===== config.mk =====
export PLATFORM = sky130hd
export DESIGN_NAME = nandCaTop
export DESIGN_NICKNAME = d
export VERILOG_FILES = /design/src/hw/nandCaPkg.sv /design/src/hw/nandCaPinIf.sv /design/src/hw/nandCaSequencer.sv /design/src/hw/nandCaPinDriver.sv /design/src/hw/nandCaTop.sv
export VERILOG_INCLUDE_DIRS = /design/src /design/src/hw
export SDC_FILE = /design/constraint.sdc
export NUM_CORES = 1
export LEC_CHECK = 0
export BUFFER_PORTS_ARGS = -buffer_cell sky130_fd_sc_hd__buf_2
export CORE_ASPECT_RATIO = 0.6
export CORE_MARGIN = 1
export CORE_UTILIZATION = 50
export CTS_BUF_LIST = sky130_fd_sc_hd__clkbuf_4
export CTS_CLUSTER_DIAMETER = 150
export DETAILED_ROUTE_END_ITERATION = 7
export PLACE_DENSITY_LB_ADDON = 0.12
export SLEW_MARGIN = 20
export SYNTH_ARGS = -nofsm -noshare
export SYNTH_HDL_FRONTEND = slang
export SYNTH_SLANG_ARGS = --single-unit

===== constraint.sdc =====
create_clock -name iSystemClock -period 2.3 [get_ports iSystemClock]
set_input_delay 0.345 -clock iSystemClock [delete_from_list [all_inputs] [get_ports iSystemClock]]
set_output_delay 0.345 -clock iSystemClock [all_outputs]
set_load 0.005 [all_outputs]

===== src/hw/nandCa_defines.svh =====
`ifndef NAND_CA_DEFINES_SVH
`define NAND_CA_DEFINES_SVH

// number of flash ways sharing the channel, one chip enable each
`define NAND_CA_WAYS 4

// cycles in the chip-select setup window and in every byte window
`define NAND_CA_STEP_CYCLES 10

// write enable asserted this many cycles at the start of a byte window
`define NAND_CA_WE_CYCLES 5

// longest command/address burst
`define NAND_CA_MAX_BYTES 5

`endif


===== src/hw/nandCaPkg.sv =====
`include "nandCa_defines.svh"

package nandCaPkg;

    // one-hot way select, one bit per chip enable
    typedef logic [`NAND_CA_WAYS-1:0] wayMask_t;

    typedef logic [7:0] caByte_t;

    // element 0 sits in the top byte and goes out first
    typedef caByte_t [0:`NAND_CA_MAX_BYTES-1] caData_t;

    // byte on the bus, 0 to max bytes minus one
    typedef logic [2:0] byteIndex_t;

    // cycle count inside one setup or byte window
    typedef logic [3:0] stepTime_t;

    // requested bytes minus one, as seen on iNumOfData
    typedef logic [3:0] byteCount_t;

endpackage


===== src/hw/nandCaPinIf.sv =====
interface nandCaPinIf;
    import nandCaPkg::*;

    logic       capture;    // one cycle, latch the request
    logic       drive;      // pins active, setup through last byte
    byteIndex_t byteIndex;  // byte currently on the bus
    logic       writePhase; // first part of the byte window

    modport seq (
        output capture,
        output drive,
        output byteIndex,
        output writePhase
    );

    modport pins (
        input capture,
        input drive,
        input byteIndex,
        input writePhase
    );

endinterface


===== src/hw/nandCaSequencer.sv =====
`include "nandCa_defines.svh"

module nandCaSequencer (
    input  logic                  iSystemClock,
    input  logic                  iReset,
    input  logic                  iStart,
    input  nandCaPkg::byteCount_t iNumOfData,
    output logic                  oReady,
    output logic                  oLastStep,
    nandCaPinIf.seq               pinBus
);
    import nandCaPkg::*;

    // one-hot state bit positions
    localparam int StReset = 0;
    localparam int StReady = 1;
    localparam int StLatch = 2;
    localparam int StSetup = 3; // chip select setup before the first byte
    localparam int StSend  = 4; // byte windows
    localparam int NumStates = 5;

    logic [NumStates-1:0] state;
    logic [NumStates-1:0] nextState;

    stepTime_t  timeCount;
    byteIndex_t byteCount;
    byteIndex_t lastByte;  // clamped count minus one

    logic timerDone;
    logic lastByteDone;
    logic sending;

    assign timerDone    = (timeCount == stepTime_t'(`NAND_CA_STEP_CYCLES - 1));
    assign lastByteDone = timerDone && (byteCount == lastByte);
    assign sending      = state[StSetup] || state[StSend];

    always_ff @(posedge iSystemClock or posedge iReset) begin
        if (iReset) begin
            state <= NumStates'(1 << StReset);
        end else begin
            state <= nextState;
        end
    end

    always_comb begin
        nextState = '0;
        case (1'b1)
            state[StReset]: begin
                nextState[StReady] = 1'b1;
            end
            state[StReady]: begin
                // start only counts once oReady is actually up
                if (iStart && oReady) begin
                    nextState[StLatch] = 1'b1;
                end else begin
                    nextState[StReady] = 1'b1;
                end
            end
            state[StLatch]: begin
                nextState[StSetup] = 1'b1;
            end
            state[StSetup]: begin
                if (timerDone) begin
                    nextState[StSend] = 1'b1;
                end else begin
                    nextState[StSetup] = 1'b1;
                end
            end
            state[StSend]: begin
                if (lastByteDone) begin
                    nextState[StReady] = 1'b1;
                end else begin
                    nextState[StSend] = 1'b1;
                end
            end
            default: begin
                nextState[StReady] = 1'b1; // illegal encoding, recover
            end
        endcase
    end

    // byte count, clamped to the burst limit
    always_ff @(posedge iSystemClock or posedge iReset) begin
        if (iReset) begin
            lastByte <= '0;
        end else if (state[StLatch]) begin
            if (iNumOfData >= byteCount_t'(`NAND_CA_MAX_BYTES)) begin
                lastByte <= byteIndex_t'(`NAND_CA_MAX_BYTES - 1);
            end else begin
                lastByte <= byteIndex_t'(iNumOfData);
            end
        end
    end

    // time and byte counters
    always_ff @(posedge iSystemClock or posedge iReset) begin
        if (iReset) begin
            timeCount <= '0;
            byteCount <= '0;
        end else begin
            if (sending && !timerDone) begin
                timeCount <= timeCount + 1'b1;
            end else begin
                timeCount <= '0;
            end

            if (!state[StSend]) begin
                byteCount <= '0;
            end else if (timerDone) begin
                byteCount <= byteCount + 1'b1; // next byte window
            end
        end
    end

    // status outputs line up with the pin register stage
    always_ff @(posedge iSystemClock or posedge iReset) begin
        if (iReset) begin
            oReady    <= 1'b0;
            oLastStep <= 1'b0;
        end else begin
            // pins still drain one cycle after the last send cycle
            oReady    <= nextState[StReady] && !state[StSend];
            oLastStep <= state[StSend] && lastByteDone;
        end
    end

    assign pinBus.capture    = state[StLatch];
    assign pinBus.drive      = sending;
    assign pinBus.byteIndex  = byteCount;
    assign pinBus.writePhase = state[StSend]
                               && (timeCount < stepTime_t'(`NAND_CA_WE_CYCLES));

endmodule


===== src/hw/nandCaPinDriver.sv =====
module nandCaPinDriver (
    input  logic                 iSystemClock,
    input  logic                 iReset,
    input  nandCaPkg::wayMask_t  iTargetWay,
    input  logic                 iCaSelect,
    input  nandCaPkg::caData_t   iCaData,
    nandCaPinIf.pins             pinBus,
    output nandCaPkg::wayMask_t  oChipEnable,
    output logic                 oCommandLatchEnable,
    output logic                 oAddressLatchEnable,
    output logic                 oWriteEnable,
    output nandCaPkg::caByte_t   oDq
);
    import nandCaPkg::*;

    wayMask_t targetWay;
    logic     caSelect;   // high for a command cycle
    caData_t  caData;

    // request held for the whole cycle
    always_ff @(posedge iSystemClock) begin
        if (pinBus.capture) begin
            targetWay <= iTargetWay;
            caSelect  <= iCaSelect;
            caData    <= iCaData;
        end
    end

    // one register stage onto the flash pins
    always_ff @(posedge iSystemClock or posedge iReset) begin
        if (iReset) begin
            oChipEnable         <= '0;
            oCommandLatchEnable <= 1'b0;
            oAddressLatchEnable <= 1'b0;
            oWriteEnable        <= 1'b0;
            oDq                 <= '0;
        end else if (pinBus.drive) begin
            oChipEnable         <= targetWay;
            oCommandLatchEnable <= caSelect;
            oAddressLatchEnable <= !caSelect;
            oWriteEnable        <= pinBus.writePhase;
            // byte 0 already on the bus during setup
            oDq                 <= caData[pinBus.byteIndex];
        end else begin
            oChipEnable         <= '0;
            oCommandLatchEnable <= 1'b0;
            oAddressLatchEnable <= 1'b0;
            oWriteEnable        <= 1'b0;
            oDq                 <= '0;
        end
    end

endmodule


===== src/hw/nandCaTop.sv =====
`include "nandCa_defines.svh"

module nandCaTop (
    input  logic                 iSystemClock,
    input  logic                 iReset,

    // request side
    input  logic                 iStart,
    input  nandCaPkg::wayMask_t  iTargetWay,
    input  nandCaPkg::byteCount_t iNumOfData,
    input  logic                 iCaSelect,
    input  nandCaPkg::caData_t   iCaData,
    output logic                 oReady,
    output logic                 oLastStep,

    // flash pins
    output nandCaPkg::wayMask_t  oChipEnable,
    output logic                 oCommandLatchEnable,
    output logic                 oAddressLatchEnable,
    output logic                 oWriteEnable,
    output nandCaPkg::caByte_t   oDq
);

    nandCaPinIf pinBus ();

    // timing and byte sequencing
    nandCaSequencer sequencer (
        .iSystemClock (iSystemClock),
        .iReset       (iReset),
        .iStart       (iStart),
        .iNumOfData   (iNumOfData),
        .oReady       (oReady),
        .oLastStep    (oLastStep),
        .pinBus       (pinBus.seq)
    );

    // request capture and pin registers
    nandCaPinDriver pinDriver (
        .iSystemClock        (iSystemClock),
        .iReset              (iReset),
        .iTargetWay          (iTargetWay),
        .iCaSelect           (iCaSelect),
        .iCaData             (iCaData),
        .pinBus              (pinBus.pins),
        .oChipEnable         (oChipEnable),
        .oCommandLatchEnable (oCommandLatchEnable),
        .oAddressLatchEnable (oAddressLatchEnable),
        .oWriteEnable        (oWriteEnable),
        .oDq                 (oDq)
    );

endmodule


==> metrics.md, run 1 <==
| Metric | Value |
|---|---|
| RSZ-0062 raised after global routing | false |
| R2R setup slack | 0.51 ns |
| First-pass GRT wire length | 7580 um |
| Setup violators final | 0 |
| Main synth FF type | edfxtp_1 |
| Via count | 1581 |
| Multiplexer share of the synthesized area | 6.64% |
| Area grow syn2layout | 21.2% |
| Post-Syn Nets | 217 |
| Switching pwr | 565 uW |
| Max Fclk | 560 MHz |
| TritonCTS clock tree | yes |
| Global route overflow | 0 |
| Vias in the first global route | 1609 |
| Grt peak-use layer | met2 |
| Syn Area/Cell | 17.8 um2 |
| Avg Vias per Cell | 4.89 |
| Final hold viol count | 0 |
| Combinational share of power | 4.7% |
| # port buffers | 68 |
| Sequential area share after synthesis | 75.2% |
| Setup bufs post-CTS | 0 |
| HPWL after detailed placement | 3420 um |
| Worst skew pair latency | 0.42 ns |
| Mapped Cells | 161 |
| CP Data Arrival Time | 2.10 ns |
| Main combinational cell family by area after synthesis | simple AND/OR/NAND/NOR gates |
| Status | finished, final reports clean |
| Drt total wl | 4770 um |
| Sw frac | 22.5% |
| Met1 Use GR | 22.9% |
| Die span in x | 99.7 um |
| Clock transition at path regs | 0.13 ns |
| Period utilization | 77.6% |
| Top-level port count | 69 |
| H-tree lvl count | 3 |
| Inserted Clock Buffers | 9 |
| Clk buf depth | 2 |
| Initial antenna violation count | 0 |
| Core area | 5280 um2 |
| Design Area, Final | 3470 um2 |
| Slew HR | 51.0% |
| CP Capture Type | flop |
| Critical path origin | sequencer.pinBus.byteIndex[0]$_DFFE_PP0P_ |
| GRT met3 Usage | 8.41% |
| Hold slack | 0.0866 ns |
| Share of post-route cells with drive strength above 1 | 41.5% |
| Distinct cells, synth | 35 |
| Fin util | 65.7% |
| GRT Util Overall | 18.0% |
| Share of flip-flops with an asynchronous set or reset | 41.6% |
| Average routed wire per standard cell | 14.8 um |
| Drt pass-1 iters | 4 |
| Crit path max fanout | 12 |
| Reg power frac | 62.4% |
| Final slew viol count | 0 |
| Simple-gate share of the synthesized area | 7.65% |
| Min-Delay Path Class | in -> reg |
| Post-synth EDFFs | 45 |
| Die area | 6040 um2 |
| Seq cells post-synth | 77 |
| Post-DP Area | 3310 um2 |
| Post-DRT Antenna Nets | 0 |
| Synth Cell Area | 2860 um2 |
| Final TNS setup | 0 ns |
| Pin count of the biggest net entering global routing | 33 |
| Layout Nets | 297 |
| Min cycle time layout | 1.79 ns |
| Post-CTS Hold Fix Bufs | 1 |
| Antenna cells | 0 |
| Adder-cell area share of the yosys netlist | 1.75% |
| Max Clock Skew | 0.0162 ns |
| Starting density of the core | 54.2% |
| Max VDD drop | 0.000434 V |
| Pwr Total | 2510 uW |
| XOR/XNOR share of the synthesized area | 2.10% |
| Max-cap viol count | 0 |
| Clock root buffer | clkbuf_4 |
| Height of the die | 60.6 um |
| Clock sink total | 77 |
| Commonest non-fill, non-tap cell in the layout | buf_2 |
| Most frequent cells in the layout | buf_2 (68), edfxtp_1 (45), dfrtp_1 (30), nor2_1 (13), clkbuf_4 (10) |
| Ys Warns | 0 |
| Static Leak | 0.00151 uW |
| RR Startpoint | sequencer.pinBus.byteIndex[0]$_DFFE_PP0P_ |
| Cell area power density | 724 nW/um2 |
| DR iter-0 viols | 66 |
| Global-route met2 utilization | 28.5% |
| Gpl congestion | 0.773 |
| Int Pwr | 1940 uW |
| Row cnt | 20 |
| Post-synthesis compound-gate area fraction | 5.03% |
| CTS resizes | 0 |
| DRC | 0 |
| Crit path launch type | flop |
| Actual slew at the worst max-slew pin | 0.735 ns |
| Crit Path Category | reg -> reg |
| Clock share of power | 32.9% |
| Req. time, crit path | 2.62 ns |
| Hold path startpoint | iCaData[9] |
Yosys cell counts, types with 2 or more instances:
master	instances	area, um2
nor2_1	13	48.8
nor3_1	2	10.0
xor2_1	3	26.3
o21ai_0	4	20.0
dfrtp_1	31	776
mux4_2	8	180
edfxtp_1	45	1350
nor2b_1	6	37.5
nand3_1	2	10.0
a22o_1	8	70.1
a211oi_1	2	15.0
inv_1	8	30.0
xnor2_1	2	17.5
ha_1	4	50.1
a21oi_1	3	15.0
through the flow:
step / worst slack [ns] / cells
floorplan: 0.217 / 161
global placement: 0.565 / 306
detailed placement: 0.478 / 306
CTS: 0.474 / 323
global route: 0.384 / 323
finish: 0.515 / 323
kinds of logic (layout without fill, tap and decap cells):
family | count (synthesis) | count (layout)
compound gates | 20 | 20
xor+xnor | 6 | 6
fa+ha+maj | 4 | 4
buf+inv | 11 | 96
flops | 77 | 77
mux | 9 | 9
other cells | 1 | 1
simple gates | 33 | 33
layout make-up:
cell class | instances | area [um2]
Clock buffer | 10 | 75.1
Clock inverter | 6 | 72.6
Fill cell | 393 | 1810
Inverter | 8 | 30.0
Multi-Input combinational cell | 73 | 667
Sequential cell | 77 | 2150
Tap cell | 77 | 96.3
Timing Repair Buffer | 72 | 373
power groups by stage:
stage,sequential (uW),combinational (uW),clock (uW)
2_1_floorplan,1590,46.5,0
3_3_place_gp,1590,111,0
3_5_place_dp,1600,119,0
4_1_cts,1570,120,855
5_1_grt,1570,132,915
6_report,1570,117,826
worst max-delay path: stages (launching register included):
cell and delay (ns):
dfrtp_1 0.84, xor2_1 0.16, or4_4 0.46, a41o_1 0.24
state kept, by name (all words and copies together) (netlist names), 3 cells and up:
name,cells
pinDriver.oDq,8
sequencer.state,5
pinDriver.targetWay,4
sequencer.pinBus.byteIndex,3
pinDriver.oChipEnable,4
sequencer.timeCount,4
pinDriver.caData,40
sequencer.lastByte,3
routing by layer:
metal,vias to the layer above,routed length (um)
met5,-,0
met4,0,37
met3,4,319
met2,52,2260
met1,766,2150
li1,759,-
worst paths after layout:
| kind | end | cells after the start |
|---|---|---|
| hold reg to reg | pinDriver.oAddressLatchEnable$_DFF_PP0_ | 1 |
| max in group asynchronous | sequencer.state[0]$_DFF_PP1_ | 4 |
| setup reg to reg | sequencer.state[4]$_DFF_PP0_ | 3 |
| setup / recovery | sequencer.state[4]$_DFF_PP0_ | 3 |
| min in group asynchronous | pinDriver.oDq[5]$_DFF_PP0_ | 4 |
| hold / removal | pinDriver.caData[9]$_DFFE_PP_ | 1 |
(Power assumes the default switching activity.)
==> run 2, diff against run 1 <==
--- a/config.mk
+++ b/config.mk
@@ -6,6 +6,7 @@
 export SDC_FILE = /design/constraint.sdc
 export NUM_CORES = 1
 export LEC_CHECK = 0
+export ABC_AREA = 1
 export BUFFER_PORTS_ARGS = -buffer_cell sky130_fd_sc_hd__buf_2
 export CORE_ASPECT_RATIO = 0.6
 export CORE_MARGIN = 1
==> constraint.sdc (replaced) <==
create_clock -name iSystemClock -period 1.65 [get_ports iSystemClock]
set_input_delay 0.2475 -clock iSystemClock [delete_from_list [all_inputs] [get_ports iSystemClock]]
set_output_delay 0.2475 -clock iSystemClock [all_outputs]
set_load 0.005 [all_outputs]
==> run 2 against run 1 <==
Global-route usage grew 2.6 points. Largest power group unchanged. Die area grew 4.2%. Combinational power grew 140%. Worst hold slack got worse by 0.032 ns.
==> metrics.md, run 2 <==
| Metric | Value |
|---|---|
| Status | finished, final reports clean |
| Static Leak | 0.00183 uW (+22%) |
| Slowest CP cell | dfrtp_1 |
| Post-Syn Nets | 305 (+41%) |
| Period utilization | 83.5% (+5.9 points) |
| Layout Nets | 432 (+45%) |
| XOR/XNOR share of the synthesized area | 0.587% (-1.5 points) |
| Drt pass-1 iters | 4 (unchanged) |
| Sequential area share after synthesis | 72.1% (-3.1 points) |
| Synth Cell Area | 2990 um2 (+4.3%) |
| Crit path max fanout | 10 (-2) |
| Seq cells post-synth | 77 (unchanged) |
| Vias in the first global route | 1969 (+22%) |
| Max Clock Skew | 0.0178 ns (+0.00157 ns) |
| Clk buf depth | 2 (unchanged) |
| Via count | 2113 (+34%) |
| Row cnt | 21 (+5.0%) |
| Post-synth top area share | 45.2% (-2.0 points) |
| CTS resizes | 0 (unchanged) |
| Critical path endpoint | sequencer.oReady$_DFF_PP0_ |
| Most common cell on crit path | nand2_1 |
| Max incr delay on CP | 0.57 ns (-0.27 ns) |
| Max VDD drop | 0.000728 V (+68%) |
| Top-level port count | 69 (unchanged) |
| Max Fclk | 726 MHz (+30%) |
| Min cycle time layout | 1.38 ns (-0.407 ns) |
| Avg Vias per Cell | 4.58 (-6.4%) |
| Max-cap viol count | 0 (unchanged) |
| Max reg flops | 40 (unchanged) |
| Gpl congestion | 0.724 (-6.5%) |
| Final TNS setup | 0 ns (unchanged) |
| Most frequent cells in the layout | buf_2 (68), nor2_1 (51), dlygate4sd3_1 (46), edfxtp_1 (45), nand2_1 (37) |
| Post-synth EDFFs | 45 (unchanged) |
| Average routed wire per standard cell | 12.8 um (-14%) |
| Antenna cells | 0 (unchanged) |
| RR Startpoint | sequencer.pinBus.byteIndex[1]$_DFFE_PP0P_ |
| Distinct cells, synth | 25 (-29%) |
| RSZ-0062 raised after global routing | false |
| Commonest non-fill, non-tap cell in the layout | buf_2 |
| Biggest register | pinDriver.caData |
| Adder-cell area share of the yosys netlist | 1.68% (-0.073 points) |
| Drt total wl | 5880 um (+23%) |
| Ys Warns | 0 (unchanged) |
| Inserted Clock Buffers | 9 (unchanged) |
| Hold slack | 0.0543 ns (-0.0323 ns) |
| Clock root buffer | clkbuf_4 |
| Setup violators final | 0 (unchanged) |
| Height of the die | 61.9 um (+2.1%) |
| Clock sink total | 77 (unchanged) |
| First-pass GRT wire length | 9150 um (+21%) |
| Filler Cell Count | 403 (+2.5%) |
| TritonCTS clock tree | yes |
| DR iter-0 viols | 65 (-1.5%) |
| Share of flip-flops with an asynchronous set or reset | 41.6% (unchanged) |
| Yosys top cell by area | edfxtp_1 |
| Initial antenna violation count | 0 (unchanged) |
| Die area | 6300 um2 (+4.2%) |
| Synth area leaders | edfxtp_1 (45%), dfrtp_1 (26%), nor2_1 (6.4%) |
| Post-CTS Hold Fix Bufs | 43 (+42) |
| Top post-synthesis cells by count | nor2_1 (51), edfxtp_1 (45), nand2_1 (37) |
| Syn Area/Cell | 12.0 um2 (-33%) |
| Final hold viol count | 0 (unchanged) |
| # port buffers | 68 (unchanged) |
| Critical path origin | sequencer.pinBus.byteIndex[1]$_DFFE_PP0P_ |
| Simple-gate share of the synthesized area | 13.8% (+6.2 points) |
| HPWL after detailed placement | 3690 um (+7.9%) |
| Crit path launch type | flop |
| Clock transition at path regs | 0.12 ns (about the same) |
| Regs by FF count | pinDriver.caData: 40 flops, pinDriver.oDq: 8 flops, sequencer.state: 5 flops |
| Min-Delay Path Class | in -> reg |
| Mapped Cells | 249 (+55%) |
| Post-synthesis compound-gate area fraction | 6.45% (+1.4 points) |
| Main combinational cell family by area after synthesis | simple AND/OR/NAND/NOR gates |
| Pin count of the biggest net entering global routing | 33 (unchanged) |
| R2r endpoint | sequencer.oReady$_DFF_PP0_ |
| H-tree lvl count | 3 (unchanged) |
| Share of post-route cells with drive strength above 1 | 27.8% (-14 points) |
| Worst skew pair latency | 0.42 ns (about the same) |
| Register area | 2150 um2 (unchanged) |
| Post-DP Area | 3420 um2 (+3.4%) |
| Crit Path Category | reg -> reg |
| CP Capture Type | flop |
| R2R setup slack | 0.27 ns (-0.24 ns) |
| GRT Util Overall | 20.6% (+2.6 points) |
| Starting density of the core | 52.6% (-1.6 points) |
| Cell area power density | 947 nW/um2 (+31%) |
| Final slew viol count | 0 (unchanged) |
| Core area | 5680 um2 (+7.5%) |
| DRC | 0 (unchanged) |
| Req. time, crit path | 2.00 ns (-0.62 ns) |
| Post-DRT Antenna Nets | 0 (unchanged) |
| Main synth FF type | edfxtp_1 |
| Multiplexer share of the synthesized area | 0% (-6.6 points) |
| Crit path cell chain | inv_2, nand2_1, nand2_1, nor2_2, nand3_1, nand2_1, nand2_2, nor2_2 |
| CP Data Arrival Time | 1.73 ns (-0.37 ns) |
| Global route overflow | 0 (unchanged) |
| Most frequent cell after synthesis | nor2_1 |
| Die span in x | 102 um (+2.1%) |
| Design Area, Final | 4070 um2 (+17%) |
| Footprint of the multi-input gates | 677 um2 (+1.5%) |
| Pwr Total | 3860 uW (+54%) |
| Worst r2r path cells | 8 (+5) |
| Area grow syn2layout | 36.3% |
| Setup bufs post-CTS | 0 (unchanged) |
run 2: cell types whose count changed in the layout (fill, tap and decap cells not counted), moves of 6 or more:
cell           delta
inv_1            +12
mux4_2            -8
nand2_1          +36
nor2b_1           -6
o21ai_0           +8
dlygate4sd3_1    +45
nor2_1           +38
o21ai_1          +10
a22o_1            -8
run 2: logic make-up (layout without fill, tap and decap cells):
| family | Yosys count | count (layout) |
|---|---|---|
| and+or+nand+nor | 101 | 101 |
| DFF | 77 | 77 |
| AOI/OAI and AO/OA | 35 | 35 |
| buffers and inverters | 29 | 161 |
| adders and majority gates | 4 | 4 |
| xor gates and xnor gates | 2 | 2 |
| other | 1 | 1 |
run 2: metrics by stage:
step / utilization [%] / setup slack [ns] / cells
final: 71.7 / 0.272 / 461
after global routing: 71.7 / 0.116 / 461
after CTS: 71.2 / 0.258 / 458
after detailed placement: 60.3 / 0.267 / 399
after global placement: 60.3 / 0.339 / 399
after floorplan: - / 0.216 / 249
run 2: report_power, final:
group          total, uW  internal [uW]  leakage (uW)  switching [uW]
Sequential          2150           2130      0.000844            23.6
Clock               1430            775     0.0000986             653
Combinational        276            150      0.000891             126
Total               3860           3050       0.00183             803
run 2: cell type report:
| class | count | area share, % |
|---|---|---|
| clock buffer | 9 | 1.66 |
| inverter | 23 | 2.24 |
| sequential | 77 | 52.9 |
| tap | 80 | 2.46 |
| timing repair buffer | 122 | 21.1 |
| multi-input combinational | 143 | 16.6 |
| clock inverter | 7 | 2.95 |
run 2: per-layer routing:
layer	vias up	global-route usage [%]	routed length (um)
met2	54	34.4	2970
li1	1072	-	-
met4	0	6.83	46
met1	983	25.7	2550
met3	4	7.49	317
met5	-	0	0
run 2: critical path: cells and delay by family, from the launching register on:
kind / cells / cell delay [ns]
flip-flops: 1 / 0.57
buffers and inverters: 1 / 0.16
AND/OR/NAND/NOR: 7 / 0.58
run 2: worst min-delay path by stage:
| stage | from | to | slack, ns | depth (start not counted) |
|---|---|---|---|---|
| floorplan | iCaData[0] | pinDriver.caData[0]$_DFFE_PP_ | 0.35 | 0 |
| CTS | iCaData[17] | pinDriver.caData[17]$_DFFE_PP_ | 0.002 | 1 |
| global route | iNumOfData[0] | sequencer.lastByte[0]$_DFFE_PP0P_ | 0.04 | 3 |
| detailed placement | iReset | pinDriver.oChipEnable[0]$_DFF_PP0_ | 0.35 | 3 |
| global placement | iReset | pinDriver.oChipEnable[0]$_DFF_PP0_ | 0.35 | 3 |
| finish | iNumOfData[0] | sequencer.lastByte[0]$_DFFE_PP0P_ | 0.05 | 3 |
